==> config.mk <==
export PLATFORM = sky130hd
export DESIGN_NAME = fifo_ctl_top
export DESIGN_NICKNAME = d
export VERILOG_FILES = /design/src/fifo_ctl_pkg.sv /design/src/ctl_engine.sv /design/src/fifo_ctl_top.sv /design/src/host_rx_router.sv /design/src/host_tx_mux.sv /design/src/sync_fifo.sv
export VERILOG_INCLUDE_DIRS = /design/src
export SDC_FILE = /design/constraint.sdc
export NUM_CORES = 2
export LEC_CHECK = 0
export ABC_AREA = 1
export BUFFER_PORTS_ARGS = -buffer_cell sky130_fd_sc_hd__buf_2
export CAP_MARGIN = 0
export CORE_ASPECT_RATIO = 1.4
export CORE_MARGIN = 10
export CORE_UTILIZATION = 40
export DETAILED_ROUTE_END_ITERATION = 7
export MAX_ROUTING_LAYER = met4
export SETUP_SLACK_MARGIN = 0.02
export SYNTH_ARGS = -nofsm -noshare
export SYNTH_HDL_FRONTEND = slang
export SYNTH_SLANG_ARGS = --single-unit
==> constraint.sdc <==
create_clock -name clk -period 5 [get_ports clk]
set_input_delay 0.25 -clock clk [delete_from_list [all_inputs] [get_ports clk]]
set_output_delay 0.25 -clock clk [all_outputs]
set_load 0.1 [all_outputs]
==> src/fifo_ctl_defs.svh <==
// Host link constants and register map; host software must use the same magic values and offsets
`ifndef FIFO_CTL_DEFS_SVH
`define FIFO_CTL_DEFS_SVH

// --------------------
// Magic values
// --------------------
`define RX_MAGIC         8'h77      // Bits 7:0 of every host word
`define RO_MAGIC         16'hab89   // Read-only file, offset 0x000
`define RW_MAGIC         16'hefcd   // Read-write file, offset 0x000
`define TIMER_EVT_ADDR   16'hffff   // Inactivity event address field
`define TIMER_EVT_DATA   16'hcede   // Inactivity event data field

// Identification bytes
`define VERSION_MAJOR    8'h04
`define VERSION_MINOR    8'h02
`define DEVICE_ID        8'h03

// --------------------
// Widths and depths
// --------------------
`define HOST_W           64         // Inbound host word
`define TX_W             32         // Host transmit and TLP data
`define CTX_W            2          // Transmit context
`define LOOP_DEPTH       16
`define CMD_DEPTH        8
`define RESP_DEPTH       8

// --------------------
// Register files
// --------------------
`define RO_BITS          256        // 32 bytes
`define RW_BITS          96         // 12 bytes
`define RW_TIMER_EN_BIT  16         // Offset 0x002, bit 0
`define RW_TICKS_LSB     64         // Offset 0x008, 32-bit tick count

`endif

==> src/fifo_ctl_pkg.sv <==
// Shared types for the host link; route codes follow bits 9:8 of the host word
`default_nettype none

`include "fifo_ctl_defs.svh"

package fifo_ctl_pkg;

    // Destination of an inbound word, from bits 9:8
    typedef enum logic [1:0] {
        ROUTE_TLP  = 2'b00,
        ROUTE_CFG  = 2'b01,     // Accepted and discarded
        ROUTE_LOOP = 2'b10,
        ROUTE_CMD  = 2'b11
    } route_t;

    // Command opcode, bit 12 read, bit 13 write
    typedef enum logic [1:0] {
        CMD_NONE,
        CMD_READ,
        CMD_WRITE
    } cmd_op_t;

    // Transmit mux lock state
    typedef enum logic {
        GRANT_IDLE,
        GRANT_TLP               // Mid-packet, TLP port only
    } grant_t;

    typedef logic [`RO_BITS-1:0] ro_file_t;
    typedef logic [`RW_BITS-1:0] rw_file_t;

endpackage

`default_nettype wire

==> src/ctl_engine.sv <==
// Command engine; reads and masked 16-bit writes only, writes to rw need address bit 15 set and 14 clear
`timescale 1ns/1ps
`default_nettype none

`include "fifo_ctl_defs.svh"

module ctl_engine (
    input  wire                       clk,
    input  wire                       rst,
    input  wire                       i_cmd_valid,
    input  wire  [`HOST_W-1:0]        i_cmd_data,
    output logic                      o_cmd_ready,
    output logic                      o_resp_valid,
    output logic [`CTX_W+`TX_W-1:0]   o_resp_data,
    input  wire                       i_resp_ready,
    input  wire                       i_tx_valid,
    input  wire                       i_tx_ready
);

    localparam fifo_ctl_pkg::rw_file_t RW_RESET =
        {32'h0000_0000, 32'(`RW_BITS / 8), 16'h0000, `RW_MAGIC};

    logic [`HOST_W-1:0]          cmd_word;
    logic                        cmd_avail;
    logic                        cmd_pop;
    logic                        resp_af;       // Response queue nearly full
    logic                        resp_push;
    logic [`CTX_W+`TX_W-1:0]     resp_push_data;

    fifo_ctl_pkg::ro_file_t      ro;
    fifo_ctl_pkg::rw_file_t      rw;
    fifo_ctl_pkg::rw_file_t      wr_mask;
    fifo_ctl_pkg::rw_file_t      wr_val;
    fifo_ctl_pkg::cmd_op_t       cmd_op;
    logic [63:0]                 uptime;
    logic [63:0]                 idle_base;
    logic [15:0]                 cmd_addr;
    logic [17:0]                 cmd_bit;       // Byte address as bit offset
    logic [15:0]                 cmd_mask;
    logic [15:0]                 cmd_value;
    logic [`RO_BITS+15:0]        rd_shift;
    logic [15:0]                 rd_word;
    logic                        do_read;
    logic                        do_write;
    logic                        timer_fire;

    // --------------------
    // Queues
    // --------------------
    sync_fifo #(.WIDTH(`HOST_W), .DEPTH(`CMD_DEPTH)) u_cmd_q (
        .clk           (clk),
        .rst           (rst),
        .i_wr_valid    (i_cmd_valid),
        .i_wr_data     (i_cmd_data),
        .o_wr_ready    (o_cmd_ready),
        .o_rd_valid    (cmd_avail),
        .o_rd_data     (cmd_word),
        .i_rd_ready    (cmd_pop),
        .o_almost_full ()
    );

    // Pushes are gated by almost-full, so write ready is never low on a push
    sync_fifo #(.WIDTH(`CTX_W + `TX_W), .DEPTH(`RESP_DEPTH)) u_resp_q (
        .clk           (clk),
        .rst           (rst),
        .i_wr_valid    (resp_push),
        .i_wr_data     (resp_push_data),
        .o_wr_ready    (),
        .o_rd_valid    (o_resp_valid),
        .o_rd_data     (o_resp_data),
        .i_rd_ready    (i_resp_ready),
        .o_almost_full (resp_af)
    );

    // --------------------
    // Read-only file
    // --------------------
    assign ro[15:0]    = `RO_MAGIC;                 // +000
    assign ro[31:16]   = 16'h0000;                  // +002 reserved
    assign ro[63:32]   = 32'(`RO_BITS / 8);         // +004 byte count
    assign ro[71:64]   = `VERSION_MAJOR;            // +008
    assign ro[79:72]   = `VERSION_MINOR;            // +009
    assign ro[87:80]   = `DEVICE_ID;                // +00A
    assign ro[127:88]  = '0;                        // +00B slack
    assign ro[191:128] = uptime;                    // +010 clock ticks
    assign ro[255:192] = idle_base;                 // +018 last busy tick

    // --------------------
    // Command decode
    // --------------------
    assign cmd_addr  = cmd_word[31:16];
    assign cmd_bit   = {cmd_addr[14:0], 3'b000};
    assign cmd_mask  = {cmd_word[39:32], cmd_word[47:40]};     // Big-endian on the wire
    assign cmd_value = {cmd_word[55:48], cmd_word[63:56]};

    always_comb
    begin
        if (cmd_word[12])
            cmd_op = fifo_ctl_pkg::CMD_READ;        // Read wins over write
        else if (cmd_word[13])
            cmd_op = fifo_ctl_pkg::CMD_WRITE;
        else
            cmd_op = fifo_ctl_pkg::CMD_NONE;
    end

    // One pop per cycle, only with room for a response
    assign cmd_pop  = cmd_avail & ~resp_af;
    assign do_read  = cmd_pop & (cmd_op == fifo_ctl_pkg::CMD_READ);
    assign do_write = cmd_pop & (cmd_op == fifo_ctl_pkg::CMD_WRITE) & cmd_addr[15] & ~cmd_addr[14];

    // Zero padding makes reads past the end return 0
    always_comb
    begin
        if (cmd_addr[15])
            rd_shift = (`RO_BITS + 16)'(rw) >> cmd_bit;
        else
            rd_shift = (`RO_BITS + 16)'(ro) >> cmd_bit;
    end
    assign rd_word = rd_shift[15:0];

    // Write lanes outside the rw file shift away
    assign wr_mask = fifo_ctl_pkg::rw_file_t'(cmd_mask) << cmd_bit;
    assign wr_val  = fifo_ctl_pkg::rw_file_t'(cmd_value) << cmd_bit;

    // Idle past the trigger; reads and writes go first
    assign timer_fire = rw[`RW_TIMER_EN_BIT] & ~resp_af & ~do_read & ~do_write
                      & (idle_base + 64'(rw[`RW_BITS-1:`RW_TICKS_LSB]) < uptime);

    // --------------------
    // State
    // --------------------
    always_ff @(posedge clk)
    begin
        if (rst)
        begin
            uptime    <= '0;
            idle_base <= '0;
        end
        else
        begin
            uptime <= uptime + 64'd1;
            if (i_tx_valid | ~i_tx_ready)
            begin
                idle_base <= uptime;                // Host link busy
            end
        end
    end

    always_ff @(posedge clk)
    begin
        if (rst)
        begin
            rw <= RW_RESET;                         // Timer enable off
        end
        else if (do_write)
        begin
            rw <= (rw & ~wr_mask) | (wr_val & wr_mask);
        end
        else if (timer_fire)
        begin
            rw[`RW_TIMER_EN_BIT] <= 1'b0;           // One-shot
        end
    end

    // Response stage, one cycle ahead of the queue
    always_ff @(posedge clk)
    begin
        if (rst)
            resp_push <= 1'b0;
        else
            resp_push <= do_read | timer_fire;
    end

    always_ff @(posedge clk)
    begin
        if (do_read)
            resp_push_data <= {2'b00, cmd_addr, rd_word[7:0], rd_word[15:8]};
        else if (timer_fire)
            resp_push_data <= {2'b00, `TIMER_EVT_ADDR, `TIMER_EVT_DATA};
    end

endmodule

`default_nettype wire

==> src/fifo_ctl_top.sv <==
// Host link router and control top; all streams valid/ready, PCIe CFG words are discarded
`timescale 1ns/1ps
`default_nettype none

`include "fifo_ctl_defs.svh"

module fifo_ctl_top (
    input  wire                  clk,
    input  wire                  rst,
    // Host receive
    input  wire                  i_rx_valid,
    input  wire  [`HOST_W-1:0]   i_rx_data,
    output logic                 o_rx_ready,
    // TLP out
    output logic                 o_tlp_valid,
    output logic [`TX_W-1:0]     o_tlp_data,
    output logic                 o_tlp_last,
    input  wire                  i_tlp_ready,
    // TLP in
    input  wire                  i_tlp_in_valid,
    input  wire  [`TX_W-1:0]     i_tlp_in_data,
    input  wire                  i_tlp_in_last,
    output logic                 o_tlp_in_ready,
    // Host transmit
    output logic                 o_tx_valid,
    output logic [`TX_W-1:0]     o_tx_data,
    output logic [`CTX_W-1:0]    o_tx_ctx,
    input  wire                  i_tx_ready
);

    logic                        loop_in_valid;
    logic [`CTX_W+`TX_W-1:0]     loop_in_data;
    logic                        loop_in_ready;
    logic                        loop_out_valid;
    logic [`CTX_W+`TX_W-1:0]     loop_out_data;
    logic                        loop_out_ready;
    logic                        cmd_valid;
    logic [`HOST_W-1:0]          cmd_data;
    logic                        cmd_ready;
    logic                        resp_valid;
    logic [`CTX_W+`TX_W-1:0]     resp_data;
    logic                        resp_ready;

    host_rx_router u_router (
        .i_rx_valid   (i_rx_valid),
        .i_rx_data    (i_rx_data),
        .o_rx_ready   (o_rx_ready),
        .o_tlp_valid  (o_tlp_valid),
        .o_tlp_data   (o_tlp_data),
        .o_tlp_last   (o_tlp_last),
        .i_tlp_ready  (i_tlp_ready),
        .o_loop_valid (loop_in_valid),
        .o_loop_data  (loop_in_data),
        .i_loop_ready (loop_in_ready),
        .o_cmd_valid  (cmd_valid),
        .o_cmd_data   (cmd_data),
        .i_cmd_ready  (cmd_ready)
    );

    // Loopback queue
    sync_fifo #(.WIDTH(`CTX_W + `TX_W), .DEPTH(`LOOP_DEPTH)) u_loop_q (
        .clk           (clk),
        .rst           (rst),
        .i_wr_valid    (loop_in_valid),
        .i_wr_data     (loop_in_data),
        .o_wr_ready    (loop_in_ready),
        .o_rd_valid    (loop_out_valid),
        .o_rd_data     (loop_out_data),
        .i_rd_ready    (loop_out_ready),
        .o_almost_full ()
    );

    // Transmit activity restarts the inactivity base
    ctl_engine u_ctl (
        .clk          (clk),
        .rst          (rst),
        .i_cmd_valid  (cmd_valid),
        .i_cmd_data   (cmd_data),
        .o_cmd_ready  (cmd_ready),
        .o_resp_valid (resp_valid),
        .o_resp_data  (resp_data),
        .i_resp_ready (resp_ready),
        .i_tx_valid   (o_tx_valid),
        .i_tx_ready   (i_tx_ready)
    );

    host_tx_mux u_mux (
        .clk            (clk),
        .rst            (rst),
        .i_tlp_in_valid (i_tlp_in_valid),
        .i_tlp_in_data  (i_tlp_in_data),
        .i_tlp_in_last  (i_tlp_in_last),
        .o_tlp_in_ready (o_tlp_in_ready),
        .i_loop_valid   (loop_out_valid),
        .i_loop_data    (loop_out_data),
        .o_loop_ready   (loop_out_ready),
        .i_resp_valid   (resp_valid),
        .i_resp_data    (resp_data),
        .o_resp_ready   (resp_ready),
        .o_tx_valid     (o_tx_valid),
        .o_tx_data      (o_tx_data),
        .o_tx_ctx       (o_tx_ctx),
        .i_tx_ready     (i_tx_ready)
    );

endmodule

`default_nettype wire

==> src/host_rx_router.sv <==
// Combinational steering of host words; bad-magic and CFG words are always accepted and dropped
`timescale 1ns/1ps
`default_nettype none

`include "fifo_ctl_defs.svh"

module host_rx_router (
    input  wire                       i_rx_valid,
    input  wire  [`HOST_W-1:0]        i_rx_data,
    output logic                      o_rx_ready,
    output logic                      o_tlp_valid,
    output logic [`TX_W-1:0]          o_tlp_data,
    output logic                      o_tlp_last,
    input  wire                       i_tlp_ready,
    output logic                      o_loop_valid,
    output logic [`CTX_W+`TX_W-1:0]   o_loop_data,
    input  wire                       i_loop_ready,
    output logic                      o_cmd_valid,
    output logic [`HOST_W-1:0]        o_cmd_data,
    input  wire                       i_cmd_ready
);

    logic                 magic_ok;
    fifo_ctl_pkg::route_t route;

    assign magic_ok = (i_rx_data[7:0] == `RX_MAGIC);
    assign route    = fifo_ctl_pkg::route_t'(i_rx_data[9:8]);

    // At most one destination sees valid
    assign o_tlp_valid  = i_rx_valid & magic_ok & (route == fifo_ctl_pkg::ROUTE_TLP);
    assign o_loop_valid = i_rx_valid & magic_ok & (route == fifo_ctl_pkg::ROUTE_LOOP);
    assign o_cmd_valid  = i_rx_valid & magic_ok & (route == fifo_ctl_pkg::ROUTE_CMD);

    // Payloads
    assign o_tlp_data  = i_rx_data[63:32];
    assign o_tlp_last  = i_rx_data[10];
    assign o_loop_data = {i_rx_data[11:10], i_rx_data[63:32]};    // Context on top
    assign o_cmd_data  = i_rx_data;

    // Ready of the selected destination
    always_comb
    begin
        if (!magic_ok)
        begin
            o_rx_ready = 1'b1;              // Drop
        end
        else
        begin
            case (route)
                fifo_ctl_pkg::ROUTE_TLP:  o_rx_ready = i_tlp_ready;
                fifo_ctl_pkg::ROUTE_LOOP: o_rx_ready = i_loop_ready;
                fifo_ctl_pkg::ROUTE_CMD:  o_rx_ready = i_cmd_ready;
                default:                  o_rx_ready = 1'b1;     // CFG dropped
            endcase
        end
    end

endmodule

`default_nettype wire

==> src/host_tx_mux.sv <==
// Registered strict-priority merge; a TLP packet holds the output until its last word
`timescale 1ns/1ps
`default_nettype none

`include "fifo_ctl_defs.svh"

module host_tx_mux (
    input  wire                       clk,
    input  wire                       rst,
    input  wire                       i_tlp_in_valid,
    input  wire  [`TX_W-1:0]          i_tlp_in_data,
    input  wire                       i_tlp_in_last,
    output logic                      o_tlp_in_ready,
    input  wire                       i_loop_valid,
    input  wire  [`CTX_W+`TX_W-1:0]   i_loop_data,
    output logic                      o_loop_ready,
    input  wire                       i_resp_valid,
    input  wire  [`CTX_W+`TX_W-1:0]   i_resp_data,
    output logic                      o_resp_ready,
    output logic                      o_tx_valid,
    output logic [`TX_W-1:0]          o_tx_data,
    output logic [`CTX_W-1:0]         o_tx_ctx,
    input  wire                       i_tx_ready
);

    fifo_ctl_pkg::grant_t grant;
    logic                 out_free;     // Output register empty or draining
    logic                 idle;
    logic                 take_tlp;
    logic                 take_loop;
    logic                 take_resp;

    assign out_free = ~o_tx_valid | i_tx_ready;
    assign idle     = (grant == fifo_ctl_pkg::GRANT_IDLE);

    // Priority TLP, loopback, response
    assign o_tlp_in_ready = out_free;
    assign o_loop_ready   = out_free & idle & ~i_tlp_in_valid;
    assign o_resp_ready   = out_free & idle & ~i_tlp_in_valid & ~i_loop_valid;

    assign take_tlp  = i_tlp_in_valid & o_tlp_in_ready;
    assign take_loop = i_loop_valid & o_loop_ready;
    assign take_resp = i_resp_valid & o_resp_ready;

    // Control
    always_ff @(posedge clk)
    begin
        if (rst)
        begin
            o_tx_valid <= 1'b0;
            grant      <= fifo_ctl_pkg::GRANT_IDLE;
        end
        else if (out_free)
        begin
            o_tx_valid <= take_tlp | take_loop | take_resp;
            if (take_tlp)
            begin
                grant <= i_tlp_in_last ? fifo_ctl_pkg::GRANT_IDLE : fifo_ctl_pkg::GRANT_TLP;
            end
        end
    end

    // Output word
    always_ff @(posedge clk)
    begin
        if (take_tlp)
        begin
            o_tx_data <= i_tlp_in_data;
            o_tx_ctx  <= {1'b0, i_tlp_in_last};
        end
        else if (take_loop)
        begin
            {o_tx_ctx, o_tx_data} <= i_loop_data;       // Loopback keeps its context
        end
        else if (take_resp)
        begin
            {o_tx_ctx, o_tx_data} <= i_resp_data;       // Context 0 from the engine
        end
    end

endmodule

`default_nettype wire

==> src/sync_fifo.sv <==
// Single clock FIFO; DEPTH of 2 or more; read data is shown as soon as o_rd_valid is high
`timescale 1ns/1ps
`default_nettype none

module sync_fifo #(
    parameter int WIDTH = 32,
    parameter int DEPTH = 16
) (
    input  wire              clk,
    input  wire              rst,
    input  wire              i_wr_valid,
    input  wire  [WIDTH-1:0] i_wr_data,
    output logic             o_wr_ready,
    output logic             o_rd_valid,
    output logic [WIDTH-1:0] o_rd_data,
    input  wire              i_rd_ready,
    output logic             o_almost_full
);

    localparam int AW = $clog2(DEPTH);
    localparam int CW = $clog2(DEPTH + 1);

    logic [WIDTH-1:0] mem [DEPTH];
    logic [AW-1:0]    wr_ptr;
    logic [AW-1:0]    rd_ptr;
    logic [CW-1:0]    count;       // Words stored
    logic             do_wr;
    logic             do_rd;

    assign o_wr_ready    = (count != CW'(DEPTH));
    assign o_rd_valid    = (count != '0);
    assign o_rd_data     = mem[rd_ptr];                 // Show-ahead read
    assign o_almost_full = (count >= CW'(DEPTH - 1));   // One slot or less left
    assign do_wr         = i_wr_valid & o_wr_ready;
    assign do_rd         = o_rd_valid & i_rd_ready;

    // Storage
    always_ff @(posedge clk)
    begin
        if (do_wr)
        begin
            mem[wr_ptr] <= i_wr_data;
        end
    end

    // Pointers wrap at DEPTH, so any depth works
    always_ff @(posedge clk)
    begin
        if (rst)
        begin
            wr_ptr <= '0;
            rd_ptr <= '0;
            count  <= '0;
        end
        else
        begin
            if (do_wr)
            begin
                wr_ptr <= (wr_ptr == AW'(DEPTH - 1)) ? '0 : wr_ptr + 1'b1;
            end
            if (do_rd)
            begin
                rd_ptr <= (rd_ptr == AW'(DEPTH - 1)) ? '0 : rd_ptr + 1'b1;
            end
            count <= count + CW'(do_wr) - CW'(do_rd);   // Both at once keeps count
        end
    end

endmodule

`default_nettype wire

# Yosys cells after proc, flatten, opt, wreduce, memory -nomap -nowiden
# Memory sizes are Yosys's and may differ from the RTL's. A register that Yosys moved wholly into a read port is not among the register bits.
# Index checks and enable logic that the tools add are counted.
# word_totals
rom_bits,0
input_bits,103
regBits,326
out_inout_bits,71
latchBits,0
ram_bits,1312
n_memories,3
elab_cells,141
# classes
div_mod_pow,0
reduce_logical,9
shifts,4
n_eq_ne,14
order_cmp,2
add_sub_neg,14
multipliers,0
n_bitwise,41
mux,34
# memory_table
name,words,word_bits,rd,rd_clocked_by_memory_dff,wr,line,source
u_loop_q.mem,16,34,1,1,1,sync_fifo.sv:23,logic [WIDTH-1:0] mem [DEPTH];
u_ctl.u_cmd_q.mem,8,64,1,1,1,sync_fifo.sv:23,
u_ctl.u_resp_q.mem,8,32,1,1,1,sync_fifo.sv:23,
# ops
op,n
$shr A256 B18 Y16,1
$and A96 B96 Y96,2
$shl A16 B18 Y96,2
$mux W32,5
$not A96 Y96,1
$or A96 B96 Y96,1
$shr A96 B18 Y16,1
$add A64 B1 Y64 const B,1
$add A64 B32 Y64,1
$lt A64 B64 Y1,1
$mux W3,8
$and A1 B1 Y1,23
$mux W16,1
$mux W4,4
$add A3 B1 Y3 const B,4
$eq A3 B3 Y1 const B,4
$mux W1,11
$not A1 Y1,9
$add A4 B1 Y4,2
$add A4 B1 Y4 const B,2
$eq A4 B4 Y1 const B,2
$eq A8 B7 Y1 const B,1
$mux W2,4
$ne A4 B4 Y1 const B,2
other kinds (15),25

# Depth between registers and ports, before layout
# logic_depth
word_depth,11
depth_mapped,30
depth_no_buf,30

# Modules after synthesis
# From an unflattened synthesis, not the netlist that was laid out.
# unflattened
cells_unflattened,9918
area_unflattened_um2,84527.3
# modules_own_cells
module,area_per_inst_um2,cells_each,seq_area_each_um2,n_inst
sync_fifo at u_loop_q,23610.1,2158,16676.0,1
sync_fifo at u_ctl.u_cmd_q,23017.1,2314,15635.0,1
ctl_engine,22281.4,3802,5465.2,1
sync_fifo at u_ctl.u_resp_q,12528.3,1275,8428.1,1
host_tx_mux,1986.9,207,1051.0,1
host_rx_router,1103.6,162,0.0,1

# Least setup slack after synthesis
# OpenSTA, ideal clock, no wires.
# synth_path
path_type,input to register
from,input i_rx_data[3]
to,memory u_ctl.u_cmd_q.mem[3][12] in the netlist's numbering (enable)
t_required_ns,4.480
path_buffers,0
cell_stages,9
setup_slack_ns,-0.173
arrival_ns,4.654
setup_ns,0.520
path_cell_list,inv_1 nand4_1 nor4b_1 nand2_1 nor2_1 inv_1 nor2_1 inv_1 nor3_1
# synth_via
elab_chain_len,6
# synth_rtl
item,line,source
from (decl),fifo_ctl_top.sv:12,"input wire [`HOST_W-1:0] i_rx_data,"
$eq A8 B7 Y1 (no line),-,
$and A1 B1 Y1 (2 in a row),host_rx_router.sv:32,assign o_cmd_valid = i_rx_valid & magic_ok & (route == fifo_ctl_pkg::ROUTE_CMD);
$and A1 B1 Y1,sync_fifo.sv:34,assign do_wr = i_wr_valid & o_wr_ready;
$mux W1,sync_fifo.sv:40,if (do_wr)
$mux W1 (not written as such),sync_fifo.sv:42,mem[wr_ptr] <= i_wr_data;
to (decl),sync_fifo.sv:23,
# No other way between the ends.

# Worst setup path after layout
# layout_path
from,register u_ctl.idle_base[2]
to,register u_ctl.resp_push_data[5] (enable)
# layout_via
elab_chain_len,4
# layout_rtl
item,line,source
from (decl),ctl_engine.sv:36,logic [63:0] idle_base;
from (signal assigned),ctl_engine.sv:144,idle_base <= uptime;
$add A64 B32 Y64,ctl_engine.sv:127,& (idle_base + 64'(rw[`RW_BITS-1:`RW_TICKS_LSB]) < uptime);
$lt A64 B64 Y1,ctl_engine.sv:127,
$and A1 B1 Y1,ctl_engine.sv:126,assign timer_fire = rw[`RW_TIMER_EN_BIT] & ~resp_af & ~do_read & ~do_write
$reduce_bool A2 Y1 (no line),-,
to (signal assigned),ctl_engine.sv:177,"resp_push_data <= {2'b00, cmd_addr, rd_word[7:0], rd_word[15:8]};"
to (signal assigned),ctl_engine.sv:179,"resp_push_data <= {2'b00, `TIMER_EVT_ADDR, `TIMER_EVT_DATA};"
to (decl),ctl_engine.sv:28,logic [`CTX_W+`TX_W-1:0] resp_push_data;
# No other way between the ends.
# A chain may end at the register's enable or synchronous reset.

==> metrics.md <==
| Metric | Value |
|---|---|
| Status | `complete, but fails checks` |
| Failing checks | `design-rule violations` |
| Fin. max-slew vios | `0` |
| Antenna-violating nets left | `0` |
| Initial Util | `40.30%` |
| Post-Place Setup Slack | `-88.14 ps` |
| Port Buffers | `171` |
| TritonCTS buffer count | `155` |
| GP Congestion | `1.062` |
| Async SR Flop Fraction | `0%` |
| Post-synthesis sequential area ratio | `between 50% and 60%` |
| Synthesized area | `0.07256 mm2` |
| Clk_skew | `roughly 76 ps` |
| Final setup viols | `0` |
| Rows | `184` |
| CP Class | `reg -> reg` |
| CTS tree | `done` |
| DRC errors left | `9` |
| Final hold viol count | `0` |
| DR vias | `58,980` |
| Worst hold path stage count | `5` |
| # Max-Cap Violations | `0` |
| IO Pins | `around 170` |
| Initial antenna violation count | `18` |
| Maximum clock rate | `208.4 MHz` |
| Finished Layout Cells | `10,360` |
| Largest net degree at the start of global routing | `approximately 100` |
| Pleak | `29.58 nW` |
| Vias/cell | `5.693` |
| Post-synthesis cell type count | `between 50 and 60` |
| Max-slew headroom at the worst pin | `about 17%` |
| Synthesized instance count | `between 7,000 and 8,000` |
| Bufs on Longest Clock Path | `3` |
| Vias in the first global route | `56,630` |
| Clock transition at path regs | `around 60 ps` |
| Hold_ws | `about 46 ps` |
| Crit path top cell by count | `buf_4` |
| VDD IR max | `between 300 and 400 uV` |
| Die area | `roughly 0.2 mm2` |
| Main synth FF type | `edfxtp_1` |
| Finished Cell Area | `about 0.083 mm2` |
| Area growth syn-to-layout | `14.25%` |
| CP Capture Type | `register` |
| #FFs+latches synth | `~1,500` |
| DRT iter0 DRCs | `roughly 6,200` |
| Syn nets | `about 7,900` |
| CTS H-tree lvls | `4` |
| CP max stage cell | `dfxtp_1` |
| Worst-margin pin slew | `1236 ps` |
| Fin crit share | `95.96%` |
| Fin util | `46.05%` |
| Pwr dens | `between 500 and 600 mW/mm2` |
| Critical Path Source Type | `register` |
| CP max FO | `16` |
| Post-synth EDFFs | `about 1,300` |
| Sink Count | `1,536` |
| Routed Wire Length | `257,500 um` |
| Drt wl/cell | `24.85 um` |
| Area of placed instances | `0.07674 mm2` |
| Final worst setup slack | `202.1 ps` |
| Yosys warns | `0` |
| Die width | `380.0 um` |
| GRT Total Usage | `25.72%` |
| Root Buffer | `clkbuf_16` |
| GRT overflow | `0` |
| Avg Inst Size Synth | `9.511 um2` |
| Core outline area | `0.1800 mm2` |
| Worst skew pair latency | `850 ps` |
| Worst path arrival time | `~5300 ps` |
| Hold Path Class | `in -> reg` |
| Required @ worst endpoint | `roughly 5500 ps` |
| R2R cell count | `26` |
| CP peak stage delay | `330 ps` |
| Pre-antenna DRT Iters | `8` |
| Placed cell count | `about 10,000` |
| Nets | `8,038` |
| Min cycle time layout | `about 4800 ps` |
| Global-route wire length before repair | `374,600 um` |
| Die Y-Extent | `~520 um` |
| Dpl hpwl | `~160,000 um` |
| Share of cells above drive strength 1 | `9.561%` |
[repair_timing]
action | 4_1_cts | 5_1_grt
hold buffers | 90 | 0
endpoints found under the setup margin | 32 | 34
resized for setup | 4 | 17
pin swaps | 0 | 5
buffers inserted | 0 | 3
cloned | 0 | 1
endpoints found under the hold margin | 989 | 0
[registers in the layout, indices dropped and copies added (netlist names), 4 cells and up, named ones only]
name	count
u_loop_q.mem	544
u_ctl.u_cmd_q.mem	400
u_ctl.u_resp_q.mem	256
u_ctl.idle_base	64
u_ctl.uptime	64
u_ctl.resp_push_data	32
u_mux.o_tx_data	32
u_loop_q.count	5
u_ctl.u_cmd_q.count	4
u_ctl.u_resp_q.count	4
u_loop_q.rd_ptr	4
u_loop_q.wr_ptr	4
[routing by layer]
| layer | routed length, um | vias up | GRT usage (%) |
|---|---|---|---|
| met1 | 99110 | 28620 | 30.28 |
| met4 | 17760 | 0 | 15.42 |
| li1 | - | 26920 | - |
| met5 | 0 | - | - |
| met2 | 121400 | 2706 | 41.13 |
| met3 | 19230 | 727 | 4.674 |
[cell usage after synthesis, drive strengths merged, types with 128 or more instances]
cell,count,area [um2]
a21oi,386,1932
buf,209,1170
clkbuf,275,1032
dfxtp,271,5425
edfxtp,1265,37990
ha,128,1602
inv,491,1846
nand2,1404,5280
nand3,381,1919
nor2,1227,4684
nor3,150,755.7
o21ai,724,3642
[through the flow]
stage,TNS (ps),power [W]
floorplan,-34650,0.02424
global placement,-3541,0.02941
detailed placement,-2709,0.02958
CTS,0,0.04135
global route,-2.057,0.04328
finish,0,0.04171
[where the power goes]
part | switching (W) | internal [W]
sequential | 0.000630 | 0.0149
combinational | 0.0110 | 0.00343
clock | 0.00518 | 0.00659
total | 0.0168 | 0.0249
[worst max-delay path: cells and delay by family, from the launching register on]
kind	cells	cell delay (ps)
flops	1	330
xor+xnor	1	130
buf+inv	6	860
simple gates	10	1200
compound gates	7	1310
fa+ha+maj	2	600
[path summary, 6_finish.rpt]
path | start | to | slack [ps]
hold / removal | i_rx_data[9] | u_ctl.u_cmd_q.wr_ptr[2]$_SDFFE_PP0P_ | 50
hold reg to reg | register | register | 460
setup / recovery | u_ctl.idle_base[2]$_SDFFE_PP0P_ | u_ctl.resp_push_data[5]$_SDFFCE_PP0P_ | 200
setup reg to reg | u_ctl.idle_base[2]$_SDFFE_PP0P_ | u_ctl.resp_push_data[5]$_SDFFCE_PP0P_ | 200
[placed cells by master (no fill, tap or decap), types with 9 or more instances in the layout]
cell type and instances:
o21ai_1 38, nor3_1 139, nor4_1 29, nand4_1 117, o22ai_1 118, a21oi_1 382
o21a_1 23, inv_2 10, inv_1 476, buf_2 170, clkbuf_1 33, buf_4 212
a211oi_1 28, xnor2_1 11, buf_12 28, nor2_4 33, bufinv_16 11, clkinv_1 32
nor3b_1 10, clkbuf_8 12, o21ai_0 679, clkbuf_16 158, xor2_1 63, nand2_1 1392
clkinv_2 26, o211ai_1 24, nand3_1 380, diode_2 15, dlygate4sd3_1 90, nor2_1 1185
nand2_2 9, edfxtp_1 1265, dfxtp_1 262, o221ai_1 106, ha_1 128, o31ai_1 64
a31oi_1 30
[logic make-up after synthesis]
logic type / Yosys count / share of synthesized area [%]
and+or+nand+nor: 3346 / 19.05
AOI/OAI and AO/OA: 1551 / 12.25
DFF: 1536 / 59.83
buffers and inverters: 990 / 5.656
adders and majority gates: 132 / 2.318
xor gates and xnor gates: 74 / 0.8932
[layout make-up]
class,count,area [um2]
Sequential cell,1536,43440
Timing Repair Buffer,501,3929
Clock buffer,202,4218
Tap cell,2418,3025
Multi-Input combinational cell,5103,25450
Clock inverter,80,882.1
Antenna cell,15,37.54
Fill cell,16980,97130
Inverter,506,1921
(Power assumes the default switching activity.)
